**src/cpuPkg.sv**
```systemverilog
package cpuPkg;

    // Data and index widths
    typedef logic [31:0] word_t;
    typedef logic [3:0]  regIdx_t;
    typedef logic [8:0]  ramAddr_t;
    typedef logic [4:0]  opcode_t;

    // Drivers of the single shared bus
    typedef enum logic [2:0] {
        busNone, busPc, busMdr, busZ, busReg, busImm
    } busSrc_t;

    // ALU functions, B is the bus side
    typedef enum logic [2:0] {
        aluAdd, aluSub, aluAnd, aluOr, aluPassB
    } aluOp_t;

    // Sequencer phases
    typedef enum logic [3:0] {
        phIdle, phT0, phT1, phT2, phT3, phT4, phT5, phT6, phT7
    } phase_t;

    // Opcode values
    localparam opcode_t OpLd   = 5'h00;
    localparam opcode_t OpSt   = 5'h01;
    localparam opcode_t OpAdd  = 5'h03;
    localparam opcode_t OpSub  = 5'h04;
    localparam opcode_t OpAnd  = 5'h05;
    localparam opcode_t OpOr   = 5'h06;
    localparam opcode_t OpAddi = 5'h0C;
    localparam opcode_t OpHalt = 5'h1B;

    // Instruction field positions
    localparam int OpMsb = 31;
    localparam int OpLsb = 27;
    localparam int RaMsb = 26;
    localparam int RaLsb = 23;
    localparam int RbMsb = 22;
    localparam int RbLsb = 19;
    localparam int RcMsb = 18;
    localparam int RcLsb = 15;
    // C is bits 18 down to 0, sign bit on top
    localparam int CMsb  = 18;

    // Register field select codes
    localparam logic [1:0] SelRa = 2'd0;
    localparam logic [1:0] SelRb = 2'd1;
    localparam logic [1:0] SelRc = 2'd2;

    // APB map, RAM at bytes 0 to 0x7FC, control word above it
    localparam int          RamWords = 512;
    localparam logic [11:0] CtrlAddr = 12'h800;

endpackage

```
**src/registerFile.sv**
```systemverilog
`timescale 1ns/1ps
module registerFile (
    input  logic            Clock,
    input  logic            rstN,
    input  cpuPkg::regIdx_t raIdx,
    input  cpuPkg::regIdx_t rbIdx,
    input  cpuPkg::regIdx_t rcIdx,
    input  logic [1:0]      regSel,
    input  logic            baOut,
    input  logic            regLoad,
    input  cpuPkg::word_t   busData,
    output cpuPkg::word_t   regOut
);
    import cpuPkg::*;

    word_t   regs [16];
    regIdx_t selIdx;

    // One field serves both read and write
    always_comb begin
        case (regSel)
            SelRb:   selIdx = rbIdx;
            SelRc:   selIdx = rcIdx;
            default: selIdx = raIdx;
        endcase
    end

    always_ff @(posedge Clock) begin
        if (!rstN) begin
            for (int i = 0; i < 16; i++) begin
                regs[i] <= '0;
            end
        end else if (regLoad) begin
            regs[selIdx] <= busData;
        end
    end

    // BAout turns R0 into a zero base
    assign regOut = (baOut && selIdx == '0) ? '0 : regs[selIdx];

endmodule

```
**config.mk**
```make
export PLATFORM = sky130hd
export DESIGN_NAME = registerFile
export DESIGN_NICKNAME = d
export VERILOG_FILES = /design/src/cpuPkg.sv /design/src/registerFile.sv
export SDC_FILE = /design/constraint.sdc
export NUM_CORES = 1
export LEC_CHECK = 0
export ABC_AREA = 1
export BUFFER_PORTS_ARGS = -buffer_cell sky130_fd_sc_hd__buf_2
export CORE_MARGIN = 5
export CORE_UTILIZATION = 50
export DETAILED_ROUTE_END_ITERATION = 7
export HOLD_SLACK_MARGIN = 0.1
export PLACE_DENSITY = 0.66
export SLEW_MARGIN = 25
export SYNTH_ARGS = -nofsm -noshare
export SYNTH_HDL_FRONTEND = slang
export SYNTH_SLANG_ARGS = --single-unit
```
**constraint.sdc**
```tcl
create_clock -name Clock -period 2.75 [get_ports Clock]
set_input_delay 0.4125 -clock Clock [delete_from_list [all_inputs] [get_ports Clock]]
set_output_delay 0.4125 -clock Clock [all_outputs]
set_load 0.005 [all_outputs]
```
[Yosys cells after proc, flatten, opt, wreduce, memory -nomap -nowiden]
Memories as Yosys holds them, arrays and structs flattened.
Cells that the tools add are included.
W data, S select, Z words.
Storage, ports and cells
  word-level logic and storage cells: 15
  RAM bits: 512
  memories: 1
  output and inout port bits: 32
  flip-flop bits (word level): 0
  input port bits: 50
Memories
  regs: words 16, width 32, rd ports 1, clocked after Yosys merged registers in 0, write ports 16, line registerFile.sv:16  | word_t regs [16];
Operators by class
  reduce and logical (&&, ||, !) cells: 3
  eq/ne operators: 2
  mux-type cells: 9
Operators by type and width (count)
  $mux W32: 2
  $reduce_or A32 Y1: 1
  $pmux W4 S2: 1
  $mux W1: 5
  $logic_not A4 Y1: 1
  $mux W4: 1
  $eq A2 B1 Y1 const B: 1
  $eq A2 B2 Y1 const B: 1
  $logic_and A1 B1 Y1: 1

[Logic depth before layout (Yosys ltp)]
  word-level depth: 5
  depth in mapped cells: 15
  gate-level depth less buffers: 13

[Worst setup path after synthesis]
OpenSTA, ideal clock, no wires.
  path kind: input to register
  start: input regSel[0]
  end: memory regs[0][0] (netlist name) (enable)
  data required time: 2.361 ns
  library setup time: 0.389 ns
  stages on the path: 12
  path buffers: 3
  path slack: -0.248 ns
  arrival time: 2.609 ns
  cell sequence: inv_1 -> ha_1 -> inv_2 -> or2_1 -> buf_6 -> nand2_8 -> buf_6 -> nand2_2 -> nor2_4 -> nand2_2 -> buf_2 -> nand2_1
RTL lines
  from (decl): line registerFile.sv:8  | input logic [1:0] regSel,
  to (decl): line registerFile.sv:16

[Worst setup path after layout]
  start: input regSel[0]
  end: output regOut[0]
On the way
  longest elaborated chain between the ends: 5
  elaborated cells between the ends (all ways): 7
  classes of those cells: eq/ne (2); mux (2); reduce/logical (2); memory (1)
Ends and longest elaborated chain
  $eq A2 B2 Y1 or $eq A2 B1 Y1 (tied branches): line registerFile.sv:21  | case (regSel)
  $pmux W4 S2 *: line registerFile.sv:21
  parallel branches: the longest is 2 deep, another holds $mem_v2 Z16 W32
  $mux W32 *: line registerFile.sv:39  | assign regOut = (baOut && selIdx == '0) ? '0 : regs[selIdx];
  to (decl): line registerFile.sv:12  | output cpuPkg::word_t regOut
Every way passes the cells marked *.

==> results.yml <==
setup_path:
  crit_family: "simple AND/OR/NAND/NOR gates"
  crit_cells: 14
  cp_cell_sequence: "buf_8, inv_4, ha_4, inv_6, or2_4, nand2_8, clkbuf_16, nor2_1, o21ai_0, nand2_1, nand2_1, nand2_1, nor2_4, buf_2"
  worstSetupPathType: "in -> out"
  crit_end: "regOut[0]"
  cp_slowest_cell: "or2_4"
  cp.arrival_ps: 2330
  cp_common_cell: "nand2_1"
  cp-end-kind: "output port"
  required_ps: 2340
  worstPathMaxFanout: 6
  worstSetupStartpointType: "input pin"
  worstSetupStartpoint: "regSel[0]"
  crit_buf_inv: 5
  critical_path.max_stage_delay_ps: 310
timing:
  slew_headroom: 0.5471
  finalCritPeriodShare: 0.9989
  rsz0062_at_grt: "true"
  finalHoldViolCount: 0
  maxSlewViolCount: 0
  timing.fmax_mhz: 364.0
  post-route-worst-setup-slack_ps: 2.891
  finalCriticalPeriod_ps: 2747
  setup_viol: 0
  worstMarginPinSlew_ps: 678.6
die:
  die_y_um: 228.1
  ios: 82
  std_cell_rows: 80
  coreArea_mm2: 0.04735
  die_x_um: 228.1
  die_area_mm2: 0.05201
  start_util: 0.5021
clock_network:
  ctsHoldBuffers: 0
  cts_buffers: 53
  cts_tree: "built"
  clk_pin_slew_worst_paths_ps: 60
  cts_root_buffer: "clkbuf_16"
  cts_max_path_buffers: 3
  clock_sinks: 512
  htree_num_levels: 2
cells_and_area:
  drive_gt1_frac: 0.1595
  layout.nets: 2823
  final_util: 0.6095
  area_delta_synth_final_pct: 21.39
  reg_top3: "regs: 512 flops"
  stdcell_count: 3424
  num_antenna_cells: 0
  largest_register_ffs: 512
  top_register: "regs"
  fillers: 3881
drt:
  drt_iter0_markers: 2046
  via_per_inst: 5.482
  first_pass_iters: 8
  wl_per_cell_um: 21.32
  ant_nets: 0
  vias: 18771
  routed_wl_mm: 72.99
  drcViolationCount: 0
pwr:
  leakagePower_nw: 12.60
  power_density_mw_per_mm2: 675.2
  vdd_drop_max_v: 0.0004940
  power.total_mw: 19.49
logic_synthesis:
  syn_nets: 2678
  ys_top_cells_by_area: "edfxtp_1 (65%), nor2_1 (14%), nand2_1 (11%)"
  synth_commonest_cells: "nor2_1 (861), nand2_1 (675), edfxtp_1 (512)"
  ys_seq_elements: 512
  syn_inst: 2626
  synth_edf_count: 512
  syn_area_per_cell_um2: 9.053
  synth.most_common_cell: "nor2_1"
  syn_area_mm2: 0.02377
  synthArstFlopShare: 0
  yosys_warnings: 0
  yosysUniqueCellTypes: 21
  yosys.area.top_type: "edfxtp_1"
  ys_seq_area_frac: 0.6467
  synth_top_area_share: 0.6467
  synth_ff_type: "edfxtp_1"
run:
  maxCapViolCount: 0
grt:
  grt-ovfl-total: 0
  grt_pass1_wl_mm: 105.7
  antenna_found_initial: 0
  grt_max_degree: 42
  grt_util_all_layers: 0.2626
  first_global_vias: 17705
placement:
  place.gp.congestion: 0.8690
  place.port_buffers: 81
  dpl.cell_count: 3300
  place_hpwl_mm: 42.27
  dp_worst_setup_slack_ps: -149.0
outcome:
  status: "finished, final reports clean"
worst_hold_path:
  worstHoldPathType: "in -> reg"
## layer usage
metal  wire length (um)  GRT usage  part of all wire
met5                  0          0                 0
met3               7137    0.03283             0.098
met2              35200     0.4341              0.48
met1              28670     0.3694              0.39
met4               1989    0.07809             0.027
## repair_timing
item,CTS,global route
hold endpoints to repair,0,0
setup buffers,3,12
gates resized for setup,20,126
setup endpoints to repair,31,32
gates cloned,1,17
pin swaps,5,42
## worst min path at each step
stage / startpoint / cells past startpoint / to / slack, ps
global route: busData[19] / 3 / regs[12][19]$_SDFFCE_PN0P_ / 410
finish: busData[19] / 3 / regs[12][19]$_SDFFCE_PN0P_ / 380
CTS: busData[13] / 3 / regs[8][13]$_SDFFCE_PN0P_ / 350
detailed placement: busData[13] / 3 / regs[3][13]$_SDFFCE_PN0P_ / 970
global placement: busData[13] / 3 / regs[5][13]$_SDFFCE_PN0P_ / 960
floorplan: busData[0] / 2 / regs[0][0]$_SDFFCE_PN0P_ / 690
## power by group
group          switching, mW  internal (mW)  total (mW)
Combinational           2.15           1.30        3.45
Sequential             0.133           9.08        9.21
Clock                   2.95           3.87        6.82
## final cells by class
class | instances | area (um2) | area share
multi-input cells | 1748 | 7418 | 0.2571
clock buffers | 72 | 1419 | 0.04917
well taps | 615 | 769.5 | 0.02666
repair buffers | 261 | 2949 | 0.1022
flip-flops and latches | 512 | 15370 | 0.5328
clock inverters | 21 | 183.9 | 0.006373
inverters | 195 | 744.5 | 0.02580
## placed cells by master (no fill, tap or decap), drive strengths merged
| cell type | instances |
|---|---|
| nand3 | 43 |
| buf | 246 |
| clkinv | 17 |
| nor3 | 1 |
| o21ai | 155 |
| clkinvlp | 1 |
| bufinv | 3 |
| clkbuf | 87 |
| edfxtp | 512 |
| nand2 | 683 |
| nor2 | 863 |
| inv | 195 |
| ha | 2 |
| or2 | 1 |
## tightest hold or removal path, cell delays in order
cell	delay, ps
buf_2	80
inv_1	210
nor2_1	160
## stage by stage
| stage | area (um2) | TNS [ps] | hold slack (ps) |
|---|---|---|---|
| final | 28860 | 0 | 376.7 |
| after global routing | 28860 | -636.3 | 409.9 |
| after CTS | 27870 | -86.02 | 352.6 |
| after detailed placement | 26120 | -2400 | 968.7 |
| after global placement | 26120 | -1102 | 961.3 |
| after floorplan | 23810 | -19340 | 688.7 |
## cell families (layout without fill, tap and decap cells)
| family | after synthesis | in the layout | share of synthesized area |
|---|---|---|---|
| simple gates | 1590 | 1591 | 0.2556 |
| buf+inv | 367 | 549 | 0.06395 |
| fa+ha+maj | 2 | 2 | 0.001052 |
| compound gates | 155 | 155 | 0.03263 |
| flops | 512 | 512 | 0.6467 |
No activity file was read; power rests on OpenSTA's default activity.
