[src/cpuPkg.sv]
package cpuPkg;

    // Data and index widths
    typedef logic [31:0] word_t;
    typedef logic [3:0]  regIdx_t;
    typedef logic [8:0]  ramAddr_t;
    typedef logic [4:0]  opcode_t;

    // Drivers of the single shared bus
    typedef enum logic [2:0] {
        busNone, busPc, busMdr, busZ, busReg, busImm
    } busSrc_t;

    // ALU functions, B is the bus side
    typedef enum logic [2:0] {
        aluAdd, aluSub, aluAnd, aluOr, aluPassB
    } aluOp_t;

    // Sequencer phases
    typedef enum logic [3:0] {
        phIdle, phT0, phT1, phT2, phT3, phT4, phT5, phT6, phT7
    } phase_t;

    // Opcode values
    localparam opcode_t OpLd   = 5'h00;
    localparam opcode_t OpSt   = 5'h01;
    localparam opcode_t OpAdd  = 5'h03;
    localparam opcode_t OpSub  = 5'h04;
    localparam opcode_t OpAnd  = 5'h05;
    localparam opcode_t OpOr   = 5'h06;
    localparam opcode_t OpAddi = 5'h0C;
    localparam opcode_t OpHalt = 5'h1B;

    // Instruction field positions
    localparam int OpMsb = 31;
    localparam int OpLsb = 27;
    localparam int RaMsb = 26;
    localparam int RaLsb = 23;
    localparam int RbMsb = 22;
    localparam int RbLsb = 19;
    localparam int RcMsb = 18;
    localparam int RcLsb = 15;
    // C is bits 18 down to 0, sign bit on top
    localparam int CMsb  = 18;

    // Register field select codes
    localparam logic [1:0] SelRa = 2'd0;
    localparam logic [1:0] SelRb = 2'd1;
    localparam logic [1:0] SelRc = 2'd2;

    // APB map, RAM at bytes 0 to 0x7FC, control word above it
    localparam int          RamWords = 512;
    localparam logic [11:0] CtrlAddr = 12'h800;

endpackage

[src/instructionPath.sv]
`timescale 1ns/1ps
module instructionPath (
    input  logic             Clock,
    input  logic             rstN,
    input  cpuPkg::busSrc_t  busSel,
    input  logic             pcLoad,
    input  logic             pcClear,
    input  logic             irLoad,
    input  cpuPkg::word_t    mdrOut,
    input  cpuPkg::word_t    zOut,
    input  cpuPkg::word_t    regOut,
    output cpuPkg::word_t    busData,
    output cpuPkg::opcode_t  opcode,
    output cpuPkg::regIdx_t  raIdx,
    output cpuPkg::regIdx_t  rbIdx,
    output cpuPkg::regIdx_t  rcIdx
);
    import cpuPkg::*;

    word_t pc;
    word_t ir;
    word_t cSext;

    // PC counts words; clear wins over increment
    always_ff @(posedge Clock) begin
        if (!rstN) begin
            pc <= '0;
        end else if (pcClear) begin
            pc <= '0;
        end else if (pcLoad) begin
            pc <= pc + 32'd1;
        end
    end

    always_ff @(posedge Clock) begin
        if (irLoad) begin
            ir <= busData;
        end
    end

    // IR fields
    assign opcode = ir[OpMsb:OpLsb];
    assign raIdx  = ir[RaMsb:RaLsb];
    assign rbIdx  = ir[RbMsb:RbLsb];
    assign rcIdx  = ir[RcMsb:RcLsb];

    // C field, sign extended to a full word
    assign cSext = {{(31 - CMsb){ir[CMsb]}}, ir[CMsb:0]};

    // Shared bus multiplexer
    always_comb begin
        case (busSel)
            busPc:   busData = pc;
            busMdr:  busData = mdrOut;
            busZ:    busData = zOut;
            busReg:  busData = regOut;
            busImm:  busData = cSext;
            default: busData = '0;
        endcase
    end

    // Loading PC or IR needs a real bus driver
    busDriven: assert property (@(posedge Clock) disable iff (!rstN)
        (irLoad || (pcLoad && !pcClear)) |-> (busSel != busNone));

endmodule

[config.mk]
export PLATFORM = sky130hd
export DESIGN_NAME = instructionPath
export DESIGN_NICKNAME = d
export VERILOG_FILES = /design/src/cpuPkg.sv /design/src/instructionPath.sv
export SDC_FILE = /design/constraint.sdc
export NUM_CORES = 1
export LEC_CHECK = 0
export BUFFER_PORTS_ARGS = -buffer_cell sky130_fd_sc_hd__buf_4
export CAP_MARGIN = 0
export CELL_PAD_IN_SITES_DETAIL_PLACEMENT = 1
export CELL_PAD_IN_SITES_GLOBAL_PLACEMENT = 2
export CORE_UTILIZATION = 25
export DETAILED_ROUTE_END_ITERATION = 7
export PLACE_DENSITY = 0.78
export SETUP_SLACK_MARGIN = 0.15
export SLEW_MARGIN = 20
export SYNTH_ARGS = -nofsm -noshare
export SYNTH_HDL_FRONTEND = slang
export SYNTH_SLANG_ARGS = --single-unit
[constraint.sdc]
create_clock -name Clock -period 2.7 [get_ports Clock]
set_input_delay 0 -clock Clock [delete_from_list [all_inputs] [get_ports Clock]]
set_output_delay 0 -clock Clock [all_outputs]
set_load 0.02 [all_outputs]
* Yosys cells after proc, flatten, opt, wreduce, memory -nomap -nowiden
Index checks and enable logic that the tools add are counted.
Word-level totals: flip-flop bits (word level) 64, latch bits 0, RAM bits 0, bits in read-only memories 0, bits of input ports 104, memories 0
Operators by class: $add $sub $neg 1, multipliers 0, div/mod/pow operators 0, order comparisons 0, eq/ne operators 5, shifts and indexed selects 0, muxes and demuxes 1, bitwise gates (word level) 1, reductions and logical operators 1
Operators with widths (number):
- $pmux W32 S5 | 1
- $add A32 B1 Y32 const B | 1
- $eq A3 B2 Y1 const B | 2
- $eq A3 B3 Y1 const B | 2
- $eq A3 B1 Y1 const B | 1
- $reduce_or A2 Y1 | 1
- $not A1 Y1 | 1

* Depth between registers and ports, before layout
depth in word-level cells 2, depth in mapped cells 7

* Least setup slack after synthesis
Ideal clock, no wire load.
path type reg-to-reg, from register pc[0], to register pc[30], setup time 0.070 ns, data arrival time 2.005 ns, path slack 0.625 ns, cell stages (with the launch flop) 7, buffers on the path 1, period minus slack after synthesis 2.075 ns, cells stage by stage dfxtp_1 -> ha_1 -> nand3_2 -> or4_4 -> buf_6 -> or4_1 -> a21oi_1
Between the ends: cells in the longest elaborated chain, start to end 1
RTL lines:
- start, declared | RTL line instructionPath.sv:20 | word_t pc;
- start signal, assigned | RTL line instructionPath.sv:31 | pc <= pc + 32'd1;
- $add A32 B1 Y32 | RTL line instructionPath.sv:31
Every way passes these cells. A chain may end at the register's enable or synchronous reset.

* Worst setup path in the final report
from register pc[2], to register pc[25]
Same word-level chain as after synthesis.

==> run metrics <==
first-pass GRT wire length=20,100 um; crit path capture type=register; final clock skew=6.70 ps; synthesized netlist net count=478; cts bufs inserted=9; clock latency on the worst-skew pair=330 ps; floorplan die area=15,000 um^2; met3 wire length=520 um; total power per unit cell area=516 nW/um^2; RSZ-0062 raised after global routing=false; most frequent cells in the layout=sky130_fd_sc_hd__buf_4, sky130_fd_sc_hd__a21oi_1, sky130_fd_sc_hd__edfxtp_1, sky130_fd_sc_hd__dfxtp_1, sky130_fd_sc_hd__o21ai_0; vertical die dimension=123 um; category of the most critical setup path=register to register; outcome=finished clean; Placed Area=4840 um^2; first-iteration detailed-routing DRC count=186; share of the yosys chip area belonging to registers=0.441; share of cells above drive strength 1=0.363; Setup crit start kind=register; total negative setup slack=0 ps; post-synth top area share=0.264; Peak VDD IR=272 uV; maxcap violations=0; Reg power frac=0.407; level count of the clock H-tree=3; Fmax=0.430 GHz; Clock Tree Buf Depth=2; Mean Syn Cell Area=9.74 um^2; met2 routed wirelength=6590 um; detailed-route via count=3,513; top layer used by detailed routing=met4; via count of the first global-routing pass=3,635; final slew viol count=0; internal power contribution=1.97 mW; Yosys reg bits=64; initial core utilization=0.259; met1 wire length=6110 um; Routed Wire Length=13,400 um; utilization after layout=0.367; most common cell after layout, fill and taps aside=sky130_fd_sc_hd__buf_4; TritonCTS clock tree=done; worst path cell trace=nand4_4 > or4_1 > or4_1 > a21oi_1; largest net degree at the start of global routing=38; Final period util=0.861; mean routed wirelength per cell=19.5 um; share of total power in combinational logic=0.183; clock share of power=0.411; remaining antenna violation count=0; clk sinks=64; combined area of the multi-input logic cells=1770 um^2; final standard cell area without fillers=5150 um^2; worst min path class=input pin to register; worst hold slack=14.7 ps; count of nets after finishing=609; die extent in x=123 um; longest individual stage delay on the worst path=840 ps; Mapped Area=3630 um^2; net switching power of the design=0.689 mW; final RePlAce weighted congestion=0.805; Switching Fraction=0.259; Synth-to-Final Area Change=41.6%; HPWL Detailed=10,200 um; I/O Pins=153; Port Buffer Count=152; via count normalized by instance count=5.10; Slew headroom=0.545; area of the core region=14,000 um^2; Area contributors post-synth=sky130_fd_sc_hd__edfxtp_1, sky130_fd_sc_hd__dfxtp_1, sky130_fd_sc_hd__a21oi_1; clk slew on worst S/H paths=60 ps; initial antenna violation count=0; proportion of register bits with asynchronous set or reset after synthesis=0; worst-path fanout max=19; worst-path cell with the longest stage delay=sky130_fd_sc_hd__or4_1; number of distinct standard cells referenced by the synthesized netlist=39; Total GRT Usage=0.178; yosys synthesis warning count=0; post-CTS setup buffers=0; minimum clock period after layout=2330 ps; leakage power figure=1.98 nW; register cell area after layout=1600 um^2; biggest area consumer among synthesized cells=sky130_fd_sc_hd__edfxtp_1; Worst Max-Slew Pin Slew=682 ps; std cell rows=43; number of diodes=0; cell at the root of the clock tree=sky130_fd_sc_hd__clkbuf_16; total congestion overflow after global routing=0; Critical Path AT=2580 ps; number of synthesized flops with an enable pin=32; DRC violation count after routing=0; Hold Violations, Final=0; data required time at the worst endpoint=2950 ps; number of instances in the synthesized netlist=373; filler cell count in the final layout=1,618; First-pass DRT Iterations=4; cell seen most often among critical-path stages=sky130_fd_sc_hd__or4_1; Final setup viols=0; commonest register cell after synthesis=sky130_fd_sc_hd__edfxtp_1
==> state kept, by name, indices dropped and copies added (netlist names) <==
| register | flops |
|---|---|
| ir | 32 |
| pc | 32 |
==> timing repair <==
| action | in CTS | in global routing |
|---|---|---|
| endpoints found under the setup margin | 0 | 0 |
| hold buffers | 3 | 0 |
| hold endpoints to repair | 3 | 0 |
| resized for setup | 0 | 0 |
==> cell usage after synthesis (2+ instances only) <==
| master | instances |
|---|---|
| sky130_fd_sc_hd__a21oi_1 | 46 |
| sky130_fd_sc_hd__a221o_1 | 18 |
| sky130_fd_sc_hd__a22oi_1 | 14 |
| sky130_fd_sc_hd__and4_1 | 3 |
| sky130_fd_sc_hd__buf_1 | 2 |
| sky130_fd_sc_hd__buf_2 | 4 |
| sky130_fd_sc_hd__buf_4 | 17 |
| sky130_fd_sc_hd__clkbuf_1 | 22 |
| sky130_fd_sc_hd__dfxtp_1 | 32 |
| sky130_fd_sc_hd__edfxtp_1 | 32 |
| sky130_fd_sc_hd__inv_1 | 5 |
| sky130_fd_sc_hd__mux2i_1 | 21 |
| sky130_fd_sc_hd__nand2_1 | 11 |
| sky130_fd_sc_hd__nand2b_1 | 16 |
| sky130_fd_sc_hd__nand3_1 | 9 |
| sky130_fd_sc_hd__nand4_1 | 6 |
| sky130_fd_sc_hd__nor2_1 | 11 |
| sky130_fd_sc_hd__nor2b_1 | 4 |
| sky130_fd_sc_hd__nor3_1 | 2 |
| sky130_fd_sc_hd__nor4_1 | 3 |
| sky130_fd_sc_hd__o21ai_0 | 25 |
| sky130_fd_sc_hd__o2bb2ai_1 | 18 |
| sky130_fd_sc_hd__o31ai_1 | 8 |
| sky130_fd_sc_hd__or3_1 | 12 |
| sky130_fd_sc_hd__or4_1 | 10 |
| sky130_fd_sc_hd__xnor2_1 | 7 |
| sky130_fd_sc_hd__xor2_1 | 3 |
==> logic make-up (layout without fill, tap and decap cells) <==
group                      after synthesis  count (layout)  share of synthesized area
and+or+nand+nor                         95              95                      0.159
AOI/OAI and AO/OA                      130             130                      0.238
adders and majority gates                1               1                    0.00344
DFF                                     64              64                      0.441
muxes                                   22              22                     0.0609
xor gates and xnor gates                10              10                     0.0241
buffers and inverters                   51             187                     0.0737
==> power groups by stage <==
stage          Clock [mW]  Combinational (mW)  Sequential (mW)
3_3_place_gp            0               0.483             1.10
3_5_place_dp            0               0.486             1.10
6_report             1.09               0.486             1.08
5_1_grt              1.15               0.520             1.08
2_1_floorplan           0               0.240             1.10
4_1_cts              1.12               0.491             1.08
==> critical path, delay by kind of cell, from the launching register on <==
| kind | cells | cell delay [ps] |
|---|---|---|
| AO/OA/AOI/OAI | 1 | 160 |
| flip-flops | 1 | 460 |
| AND/OR/NAND/NOR | 3 | 1630 |
==> worst paths after layout <==
| check | start | end | slack (ps) | cells past startpoint |
|---|---|---|---|---|
| hold / removal | zOut[26] | ir[26]$_DFFE_PP_ | 10 | 3 |
| setup reg to reg | pc[2]$_SDFFE_PP0P_ | pc[25]$_SDFFE_PP0P_ | 370 | 4 |
| hold reg to reg | pc[22]$_SDFFE_PP0P_ | pc[22]$_SDFFE_PP0P_ | 510 | 2 |
| setup / recovery | pc[2]$_SDFFE_PP0P_ | pc[25]$_SDFFE_PP0P_ | 370 | 4 |
==> stage by stage <==
step | setup WS (ps) | instances | total power, mW
after floorplan | 625 | 373 | 1.34
after global placement | 447 | 670 | 1.58
after detailed placement | 378 | 670 | 1.59
after CTS | 360 | 689 | 2.69
after global routing | 266 | 689 | 2.75
final | 374 | 689 | 2.66
==> routing by layer <==
metal	global-route usage	vias up
met1	0.238	1728
met3	0.0256	11
li1	-	1690
met5	0	-
met2	0.294	84
met4	0.0587	0
==> cell type report <==
type,instances,share of cell area
Tap cell,180,0.0438
Sequential cell,64,0.311
Clock inverter,4,0.00365
Inverter,5,0.00365
Clock buffer,12,0.0498
Multi-Input combinational cell,258,0.344
Timing Repair Buffer,166,0.244
(Power assumes the default switching activity.)
