==> src/cpuPkg.sv <==
package cpuPkg;

    // Data and index widths
    typedef logic [31:0] word_t;
    typedef logic [3:0]  regIdx_t;
    typedef logic [8:0]  ramAddr_t;
    typedef logic [4:0]  opcode_t;

    // Drivers of the single shared bus
    typedef enum logic [2:0] {
        busNone, busPc, busMdr, busZ, busReg, busImm
    } busSrc_t;

    // ALU functions, B is the bus side
    typedef enum logic [2:0] {
        aluAdd, aluSub, aluAnd, aluOr, aluPassB
    } aluOp_t;

    // Sequencer phases
    typedef enum logic [3:0] {
        phIdle, phT0, phT1, phT2, phT3, phT4, phT5, phT6, phT7
    } phase_t;

    // Opcode values
    localparam opcode_t OpLd   = 5'h00;
    localparam opcode_t OpSt   = 5'h01;
    localparam opcode_t OpAdd  = 5'h03;
    localparam opcode_t OpSub  = 5'h04;
    localparam opcode_t OpAnd  = 5'h05;
    localparam opcode_t OpOr   = 5'h06;
    localparam opcode_t OpAddi = 5'h0C;
    localparam opcode_t OpHalt = 5'h1B;

    // Instruction field positions
    localparam int OpMsb = 31;
    localparam int OpLsb = 27;
    localparam int RaMsb = 26;
    localparam int RaLsb = 23;
    localparam int RbMsb = 22;
    localparam int RbLsb = 19;
    localparam int RcMsb = 18;
    localparam int RcLsb = 15;
    // C is bits 18 down to 0, sign bit on top
    localparam int CMsb  = 18;

    // Register field select codes
    localparam logic [1:0] SelRa = 2'd0;
    localparam logic [1:0] SelRb = 2'd1;
    localparam logic [1:0] SelRc = 2'd2;

    // APB map, RAM at bytes 0 to 0x7FC, control word above it
    localparam int          RamWords = 512;
    localparam logic [11:0] CtrlAddr = 12'h800;

endpackage

==> src/controlUnit.sv <==
`timescale 1ns/1ps
module controlUnit (
    input  logic            Clock,
    input  logic            rstN,
    input  logic            start,
    input  cpuPkg::opcode_t opcode,
    output logic            running,
    output logic            halted,
    output cpuPkg::busSrc_t busSel,
    output logic [1:0]      regSel,
    output logic            baOut,
    output logic            marLoad,
    output logic            mdrLoadBus,
    output logic            mdrLoadRam,
    output logic            ramWrite,
    output logic            pcLoad,
    output logic            pcClear,
    output logic            irLoad,
    output logic            yLoad,
    output logic            zLoad,
    output logic            regLoad,
    output cpuPkg::aluOp_t  aluOp
);
    import cpuPkg::*;

    phase_t phase;
    phase_t phaseNext;
    logic   isRegOp;
    logic   isMemOp;
    logic   isHalt;

    // Instruction classes
    assign isRegOp = (opcode == OpAdd) || (opcode == OpSub) ||
                     (opcode == OpAnd) || (opcode == OpOr);
    assign isMemOp = (opcode == OpLd) || (opcode == OpSt);
    // Undefined opcodes stop the machine like halt
    assign isHalt  = (opcode == OpHalt) || !(isRegOp || isMemOp || (opcode == OpAddi));

    assign running = (phase != phIdle);

    always_ff @(posedge Clock) begin
        if (!rstN) begin
            phase  <= phIdle;
            halted <= 1'b0;
        end else begin
            phase <= phaseNext;
            // Sticky until the next start
            if (start && phase == phIdle) begin
                halted <= 1'b0;
            end else if (phase == phT3 && isHalt) begin
                halted <= 1'b1;
            end
        end
    end

    always_comb begin
        phaseNext  = phase;
        busSel     = busNone;
        regSel     = SelRa;
        aluOp      = aluPassB;
        baOut      = 1'b0;
        marLoad    = 1'b0;
        mdrLoadBus = 1'b0;
        mdrLoadRam = 1'b0;
        ramWrite   = 1'b0;
        pcLoad     = 1'b0;
        pcClear    = 1'b0;
        irLoad     = 1'b0;
        yLoad      = 1'b0;
        zLoad      = 1'b0;
        regLoad    = 1'b0;
        case (phase)
            phIdle: begin
                // PC clears on the edge that leaves idle
                if (start) begin
                    pcClear   = 1'b1;
                    phaseNext = phT0;
                end
            end
            phT0: begin
                busSel    = busPc;
                marLoad   = 1'b1;
                pcLoad    = 1'b1;
                phaseNext = phT1;
            end
            phT1: begin
                mdrLoadRam = 1'b1;
                phaseNext  = phT2;
            end
            phT2: begin
                busSel    = busMdr;
                irLoad    = 1'b1;
                phaseNext = phT3;
            end
            phT3: begin
                if (isHalt) begin
                    phaseNext = phIdle;
                end else begin
                    // Base operand with R0 read as zero
                    busSel    = busReg;
                    regSel    = SelRb;
                    baOut     = 1'b1;
                    yLoad     = 1'b1;
                    phaseNext = phT4;
                end
            end
            phT4: begin
                zLoad     = 1'b1;
                phaseNext = phT5;
                if (isRegOp) begin
                    busSel = busReg;
                    regSel = SelRc;
                    case (opcode)
                        OpSub:   aluOp = aluSub;
                        OpAnd:   aluOp = aluAnd;
                        OpOr:    aluOp = aluOr;
                        default: aluOp = aluAdd;
                    endcase
                end else begin
                    // addi and effective address
                    busSel = busImm;
                    aluOp  = aluAdd;
                end
            end
            phT5: begin
                busSel = busZ;
                if (isMemOp) begin
                    marLoad   = 1'b1;
                    phaseNext = phT6;
                end else begin
                    regLoad   = 1'b1;
                    phaseNext = phT0;
                end
            end
            phT6: begin
                phaseNext = phT7;
                if (opcode == OpLd) begin
                    mdrLoadRam = 1'b1;
                end else begin
                    // Store data from Ra
                    busSel     = busReg;
                    mdrLoadBus = 1'b1;
                end
            end
            phT7: begin
                phaseNext = phT0;
                if (opcode == OpLd) begin
                    busSel  = busMdr;
                    regLoad = 1'b1;
                end else begin
                    ramWrite = 1'b1;
                end
            end
            default: phaseNext = phIdle;
        endcase
    end

    // MDR loads right after MAR takes an address and from the bus only for st
    mdrAfterMar: assert property (@(posedge Clock) disable iff (!rstN)
        (mdrLoadRam || mdrLoadBus) |-> ($past(marLoad) && (!mdrLoadBus || opcode == OpSt)));

endmodule

==> config.mk <==
export PLATFORM = sky130hd
export DESIGN_NAME = controlUnit
export DESIGN_NICKNAME = d
export VERILOG_FILES = /design/src/cpuPkg.sv /design/src/controlUnit.sv
export SDC_FILE = /design/constraint.sdc
export NUM_CORES = 1
export LEC_CHECK = 0
export ABC_AREA = 1
export ABC_CLOCK_PERIOD_IN_PS = 2100
export BUFFER_PORTS_ARGS = -buffer_cell sky130_fd_sc_hd__buf_2
export CAP_MARGIN = 10
export CORE_AREA = 2 2 39 41
export CTS_CLUSTER_DIAMETER = 40
export DETAILED_ROUTE_END_ITERATION = 8
export DIE_AREA = 0 0 41 43
export PLACE_DENSITY = 0.75
export SLEW_MARGIN = 20
export SYNTH_ARGS = -nofsm -noshare
export SYNTH_HDL_FRONTEND = slang
export SYNTH_SLANG_ARGS = --single-unit
export TNS_END_PERCENT = 100
==> constraint.sdc <==
create_clock -name Clock -period 2.1 [get_ports Clock]
set_input_delay 0.105 -clock Clock [delete_from_list [all_inputs] [get_ports Clock]]
set_output_delay 0.105 -clock Clock [all_outputs]
set_load 0.03 [all_outputs]
Word-level counts from Yosys, hierarchy flattened. Index checks and enable logic that the tools add are counted.

Equal/unequal tests: 16. Bitwise gates (word level): 1. Reductions and logical operators: 14. Mux-type cells: 31.

Operators with widths (number): $pmux 4 s9 (1); $pmux 3 s7 (1); $mux 3 (6); $eq 4x3->1 const B (4); $eq 5x3->1 const B (3); $mux 1 (15); $eq 4x2->1 const B (2); $logic_or 1x1->1 (7); $pmux 1 s2 (3); $pmux 2 s3 (1); $eq 5x1->1 const B (1); $eq 5x2->1 const B (1); $eq 5x4->1 const B (1); $eq 5x5->1 const B (1); $logic_not 5->1 (1); $eq 4x1->1 const B (1); $eq 4x4->1 const B (1); $logic_not 4->1 (1); $mux 2 (2); $mux 4 (1); $pmux 2 s2 (1); $reduce_bool 4->1 (1); $logic_and 1x1->1 (2); $ne 2x2->1 const B (1); other kinds (3) (3).

Flip-flop bits (word level): 5.

Longest topological paths before layout. Gate-level depths: netlist of the first run.

Depth after elaboration: 10. Depth in mapped cells: 9. Depth with buffers taken out: 8.

Worst setup path after synthesis of the first run. OpenSTA, ideal clock, no wires.

Kind: flip-flop to output port. Start point: register phase[2]. End point: output port aluOp[0]. Cell stages (with the launch flop): 5. Data arrival time: 1522 ps. Slack: 473 ps. Path buffers: 0. Path through: dfxtp_1 -> nand2_2 -> inv_2 -> nand3_2 -> nor3_1.

Word-level cells in the longest chain between the ends: 2.

Ends and longest elaborated chain: from (decl) (line controlUnit.sv:26) `phase_t phase;`; from (signal assigned) (line controlUnit.sv:43) `phase <= phIdle;`; from (signal assigned) (line controlUnit.sv:46) `phase <= phaseNext;`; $eq 4x3->1 (line controlUnit.sv:72) `case (phase)`; $mux 3 (line controlUnit.sv:72); to (decl) (line controlUnit.sv:22) `output cpuPkg::aluOp_t aluOp`.

Every way passes these cells.

Worst setup path in the final report of the first run.
Start point: register phase[0]. End point: output port busSel[2].

Word-level cells in the longest chain between the ends: 2. Elaborated cells between the ends (all ways): 8. Classes of those cells: eq/ne (7); mux (1).

Ends and longest elaborated chain: $eq 4x4->1 (tied with other cells) (line controlUnit.sv:72); $pmux 3 s7 (*) (line controlUnit.sv:72); to (decl) (line controlUnit.sv:9) `output cpuPkg::busSrc_t busSel,`.

Mark *: on every way between the ends. The rest lies on a longest branch, timed or not.

==> results of run 1 <==
==> final timing paths <==
| path | startpoint | to | slack, ns | cells past startpoint |
|---|---|---|---|---|
| max reg2reg | phase[0]$_SDFFE_PN0P_ | phase[0]$_SDFFE_PN0P_ | 0.95 | 6 |
| min | rstN | halted$_SDFFE_PP0P_ | 0.13 | 3 |
| min reg2reg | halted$_SDFFE_PP0P_ | halted$_SDFFE_PP0P_ | 0.45 | 2 |
| max | phase[0]$_SDFFE_PN0P_ | busSel[2] | 0.54 | 5 |
==> flip-flops by register name (all words and copies together) (netlist names) <==
signal,flops
phase,4
halted,1
==> where the power goes <==
part           leakage, nW  switching [mW]  internal [mW]
Sequential          0.0407          0.0166          0.108
Combinational        0.407           0.220         0.0811
Clock               0.0150          0.0393         0.0718
Total                0.463           0.275          0.261
==> metal layers <==
layer,track usage (%),up-vias,part of all wire (%)
li1,-,360,-
met1,21.3,298,45
met2,30.3,22,47
met3,1.57,4,5.9
met4,14.0,0,2.4
met5,0,-,0
==> critical path, stage by stage (launching register included) <==
cell and delay, ns:
dfxtp_1 0.47, inv_2 0.12, nor3_2 0.22, nand2_1 0.11, nand3_1 0.09, buf_2 0.20
==> cells by family after synthesis <==
group / synth area share [%]
AOI/OAI and AO/OA: 9.28
buffers and inverters: 17.0
DFF: 18.1
and+or+nand+nor: 55.7
==> layout by cell type, fill, tap and decap left out, drive strengths merged <==
master / synthesis / final
a21oi: 3 / 3
a41oi: 1 / 1
buf: 1 / 28
clkbuf: 0 / 4
dfxtp: 5 / 5
inv: 23 / 23
nand2: 23 / 23
nand3: 11 / 11
nand3b: 1 / 1
nand4: 1 / 1
nor2: 20 / 20
nor3: 4 / 4
o21ai: 4 / 4
==> layout make-up <==
type | instances | area, µm² | area share [%]
Multi-Input combinational cell | 68 | 359 | 49.1
Sequential cell | 5 | 100 | 13.7
Inverter | 23 | 86.3 | 11.8
Clock buffer | 4 | 26.3 | 3.59
Timing Repair Buffer | 28 | 140 | 19.1
Tap cell | 16 | 20.0 | 2.74
==> out/results.txt, run 1 <==
Cell leakage power: 0.463 nW
Post-Place Cells: 140
Die X: 41 µm
Max Freq: 0.641 GHz
Via count: 684
Initial core utilization: 40.0%
Post-Syn Area per Cell: 5.70 µm²
CTS resizes: 0
Fin worst setup slack: 0.541 ns
Total power: 536 µW
Top Ports: 29
Final instance area: 732 µm²
Worst EP arrival: 1.45 ns
Ys flop type: dfxtp_1
Outcome: complete, no violations
CTS Root Cell: clkbuf_4
Fin. Hold Viols: 0
Register area share after synthesis: 18.1%
Post-synth top area share: 18.1%
Clock insertion delay at the later pin of the skew report: 0.24 ns
Min-delay worst type: input port to flop
Num CTS Buffers: 3
Vias per std cell: 4.75
Largest net degree at the start of global routing: 9
Number of max-cap violations: 0
Worst VDD drop: 0.000375 V
Post-CTS Setup Bufs: 0
Antenna viol nets, final: 0
Pre-CTS WS: 0.806 ns
Final HPWL DP: 1190 µm
Synth-to-Final Area Change: 32.4%
Die H: 43 µm
Core Util, Final: 52.9%
Routability Congestion: 0.806
Initial antenna violation count: 0
Count leader, synth: nand2_1
Worst clock skew: 0.000839 ns
Nets: 137
Number of synthesized flops with an enable pin: 0
Grt total ovfl: 0
Fraction of layout instances using a drive strength above 1: 39.8%
Setup CP Type: flop to output pin
Synth area leaders: dfxtp_1 18%, nand2_1 12%, inv_1 12%, nor2_1 12%, nand3_1 9.0%
Post-layout min period: 1.56 ns
Post-DR wirelength/cell: 9.70 µm
Nature of the critical path endpoint: output pin
Worst-margin pin slew: 0.281 ns
CTS clk-pin slew, worst paths: 0.04 ns
Final setup viols: 0
Initial DRC Count: 12
Max-slew headroom: 81.2%
Pre-antenna DRT Iters: 4
Syn. warnings: 0
Max Root-Sink Buffers: 2
Final WL: 1400 µm
Total Routing Usage GR: 18.8%
CTS Hold Bufs: 0
Synthesized net count: 105
Die area: 1760 µm²
Setup_tns: 0 ns
Cell Count, Final, Fillers Out: 144
CTS sink cnt: 5
Fillers: 161
Row cnt: 14
Hold_ws: 0.127 ns
Area leader, netlist: dfxtp_1
First-pass GRT wire length: 2250 µm
#FFs+latches synth: 5
Final period utilization: 74.2%
Unrepaired setup endpoints after global routing: false
Post-synth ARST share: 0%
Synth cell types: 20
Startpoint Class: flop
Vias in the first global route: 598
Port bufs: 28
Antenna fix cells: 0
CTS tree: yes
Req. time, crit path: 2.00 ns
Synthesized area: 553 µm²
Gate Count Post-Synth: 97
Crit Path Max Fanout: 5
Final slew viol count: 0
Placed instance area: 706 µm²
Power Dens Cells: 733 nW/µm²
Core ar.: 1380 µm²
# DRC: 0
Commonest cells in the netlist: 18 x nand2_1, 17 x inv_1, 17 x nor2_1, 10 x nand3_1, 6 x inv_2
Clock H-tree levels: 1
(Power assumes the default switching activity.)
==> run 2, diff against run 1 <==
--- a/config.mk
+++ b/config.mk
@@ -6,14 +6,14 @@
 export NUM_CORES = 1
 export LEC_CHECK = 0
 export ABC_AREA = 1
-export ABC_CLOCK_PERIOD_IN_PS = 2100
+export ABC_CLOCK_PERIOD_IN_PS = 1300
 export BUFFER_PORTS_ARGS = -buffer_cell sky130_fd_sc_hd__buf_2
 export CAP_MARGIN = 10
-export CORE_AREA = 2 2 39 41
+export CORE_MARGIN = 2
+export CORE_UTILIZATION = 39
 export CTS_CLUSTER_DIAMETER = 40
 export DETAILED_ROUTE_END_ITERATION = 8
-export DIE_AREA = 0 0 41 43
-export PLACE_DENSITY = 0.75
+export PLACE_DENSITY = 0.74
 export SLEW_MARGIN = 20
 export SYNTH_ARGS = -nofsm -noshare
 export SYNTH_HDL_FRONTEND = slang
==> constraint.sdc (replaced) <==
create_clock -name Clock -period 1.3 [get_ports Clock]
set_input_delay 0.065 -clock Clock [delete_from_list [all_inputs] [get_ports Clock]]
set_output_delay 0.065 -clock Clock [all_outputs]
set_load 0.03 [all_outputs]
==> out/results.txt, run 2 (synthesized netlist as in run 1, its figures left out) <==
CTS tree: yes
Final WL: 1800 µm
Commonest cells after routing, fill and taps aside: 18 x nand2_1, 17 x buf_4, 15 x nor2_1, 14 x inv_1, 13 x buf_2
Final setup viols: 9
Initial DRC Count: 25
Nature of the critical path endpoint: output pin
Synth-to-Final Area Change: 71.5%
Reg-to-reg critical path startpoint: phase[3]$_SDFFE_PN0P_
Biggest regs: phase x4, halted x1
Final period utilization: 107%
Combinational share of power: 63.9%
Fin worst setup slack: -0.0886 ns
Max-slew headroom: 82.1%
Final slew viol count: 0
Port bufs: 28
Setup CP Type: flop to output pin
Post-layout min period: 1.39 ns
Antenna viol nets, final: 0
Unrepaired setup endpoints after global routing: true
Fillers: 115
Max Freq: 0.720 GHz
Max Root-Sink Buffers: 2
Routability Congestion: 0.795
Most flop-heavy register: phase
Initial antenna violation count: 0
Final HPWL DP: 1180 µm
Initial core utilization: 42.0%
CTS clk-pin slew, worst paths: 0.05 ns
Hold Startpoint: rstN
Worst clock skew: 0.00351 ns
Num CTS Buffers: 3
Failing checks: setup timing
Seq pwr share: 18.8%
Worst VDD drop: 0.000525 V
Worst-margin pin slew: 0.267 ns
Storage cell area: 108 µm²
Pre-antenna DRT Iters: 4
Startpoint Class: flop
Crit Path Max Fanout: 4
Sw Pwr: 533 µW
CTS sink cnt: 5
Clock insertion delay at the later pin of the skew report: 0.24 ns
Row cnt: 13
Post-DR wirelength/cell: 11.7 µm
Die H: 41.7 µm
Top Ports: 29
Net Sw Frac: 48.9%
Hold_ws: 0.0970 ns
Core ar.: 1320 µm²
First-pass GRT wire length: 3060 µm
Worst EP arrival: 1.32 ns
Fin. Hold Viols: 0
CTS Hold Bufs: 0
Antenna fix cells: 0
Grt total ovfl: 0
Largest net degree at the start of global routing: 9
Die area: 1740 µm²
Int Pwr: 558 µW
Critical Path Start: phase[3]$_SDFFE_PN0P_
Nets: 148
Vias per std cell: 4.97
Min-delay worst type: input port to flop
Number of max-cap violations: 0
Cell leakage power: 0.535 nW
Outcome: finished with violations
Commonest non-fill, non-tap cell in the layout: nand2_1
Clock H-tree levels: 1
Power Dens Cells: 1150 nW/µm²
Total Routing Usage GR: 22.0%
Die X: 41.7 µm
Req. time, crit path: 1.24 ns
Multi-input gate area: 404 µm²
Max FFs per register: 4
Vias in the first global route: 695
CTS Root Cell: clkbuf_4
Fraction of layout instances using a drive strength above 1: 54.0%
Clk network pwr share: 17.4%
Core Util, Final: 72.0%
Via count: 766
# DRC: 0
==> run 2: changes by cell type in the layout (fill, tap and decap cells not counted), sizes merged <==
cell,before,now
clkbuf,4,6
buf,28,37
==> run 2: power by group through the flow <==
stage	Combinational, mW	Sequential (mW)	Clock, mW
2_1_floorplan	0.383	0.203	0
3_5_place_dp	0.529	0.190	0
3_3_place_gp	0.519	0.190	0
4_1_cts	0.657	0.199	0.186
5_1_grt	0.748	0.206	0.201
6_report	0.697	0.205	0.189
==> run 2: worst max-delay path: stages, from the launching register on <==
cell and delay (ns):
dfxtp_2 0.33, inv_2 0.09, nand2_4 0.08, nor3_4 0.25, inv_2 0.07, o21ai_2 0.12
buf_6 0.14
==> run 2: stage by stage <==
stage / area [µm²] / power (mW) / instances / worst slack (ns) / TNS [ns]
global route: 948 / 1.15 / 154 / -0.134 / -1.33
CTS: 911 / 1.04 / 153 / -0.0557 / -0.110
detailed placement: 733 / 0.719 / 140 / 0.104 / 0
finish: 948 / 1.09 / 154 / -0.0886 / -0.424
floorplan: 574 / 0.586 / 97 / -0.0196 / -0.0316
global placement: 733 / 0.709 / 140 / 0.0907 / 0
==> run 2: per-layer routing <==
layer | track usage [%] | share of wire [%] | vias to the layer above
met3 | 2.17 | 4.1 | 4
met2 | 39.7 | 50 | 26
met1 | 26.6 | 44 | 352
met4 | 7.74 | 1.7 | 0
met5 | 0 | 0 | -
li1 | - | - | 384
==> run 2: final cells by class <==
class	count	area share, %
Tap cell	15	1.98
Timing Repair Buffer	39	31.1
Sequential cell	5	11.3
Inverter	23	10.2
Multi-Input combinational cell	68	42.6
Clock buffer	4	2.77
==> run 2: final timing paths <==
check | cells past startpoint | endpoint | slack, ns
min reg2reg | 2 | halted$_SDFFE_PP0P_ | 0.46
max reg2reg | 9 | phase[2]$_SDFFE_PN0P_ | 0.01
max | 6 | regLoad | -0.09
min | 3 | halted$_SDFFE_PP0P_ | 0.1
==> run 2: repair_timing <==
action / 4_1_cts / 5_1_grt
resized for setup: 26 / 11
pin swaps: 4 / 3
buffers inserted: 9 / 1
endpoints found under the setup margin: 18 / 20
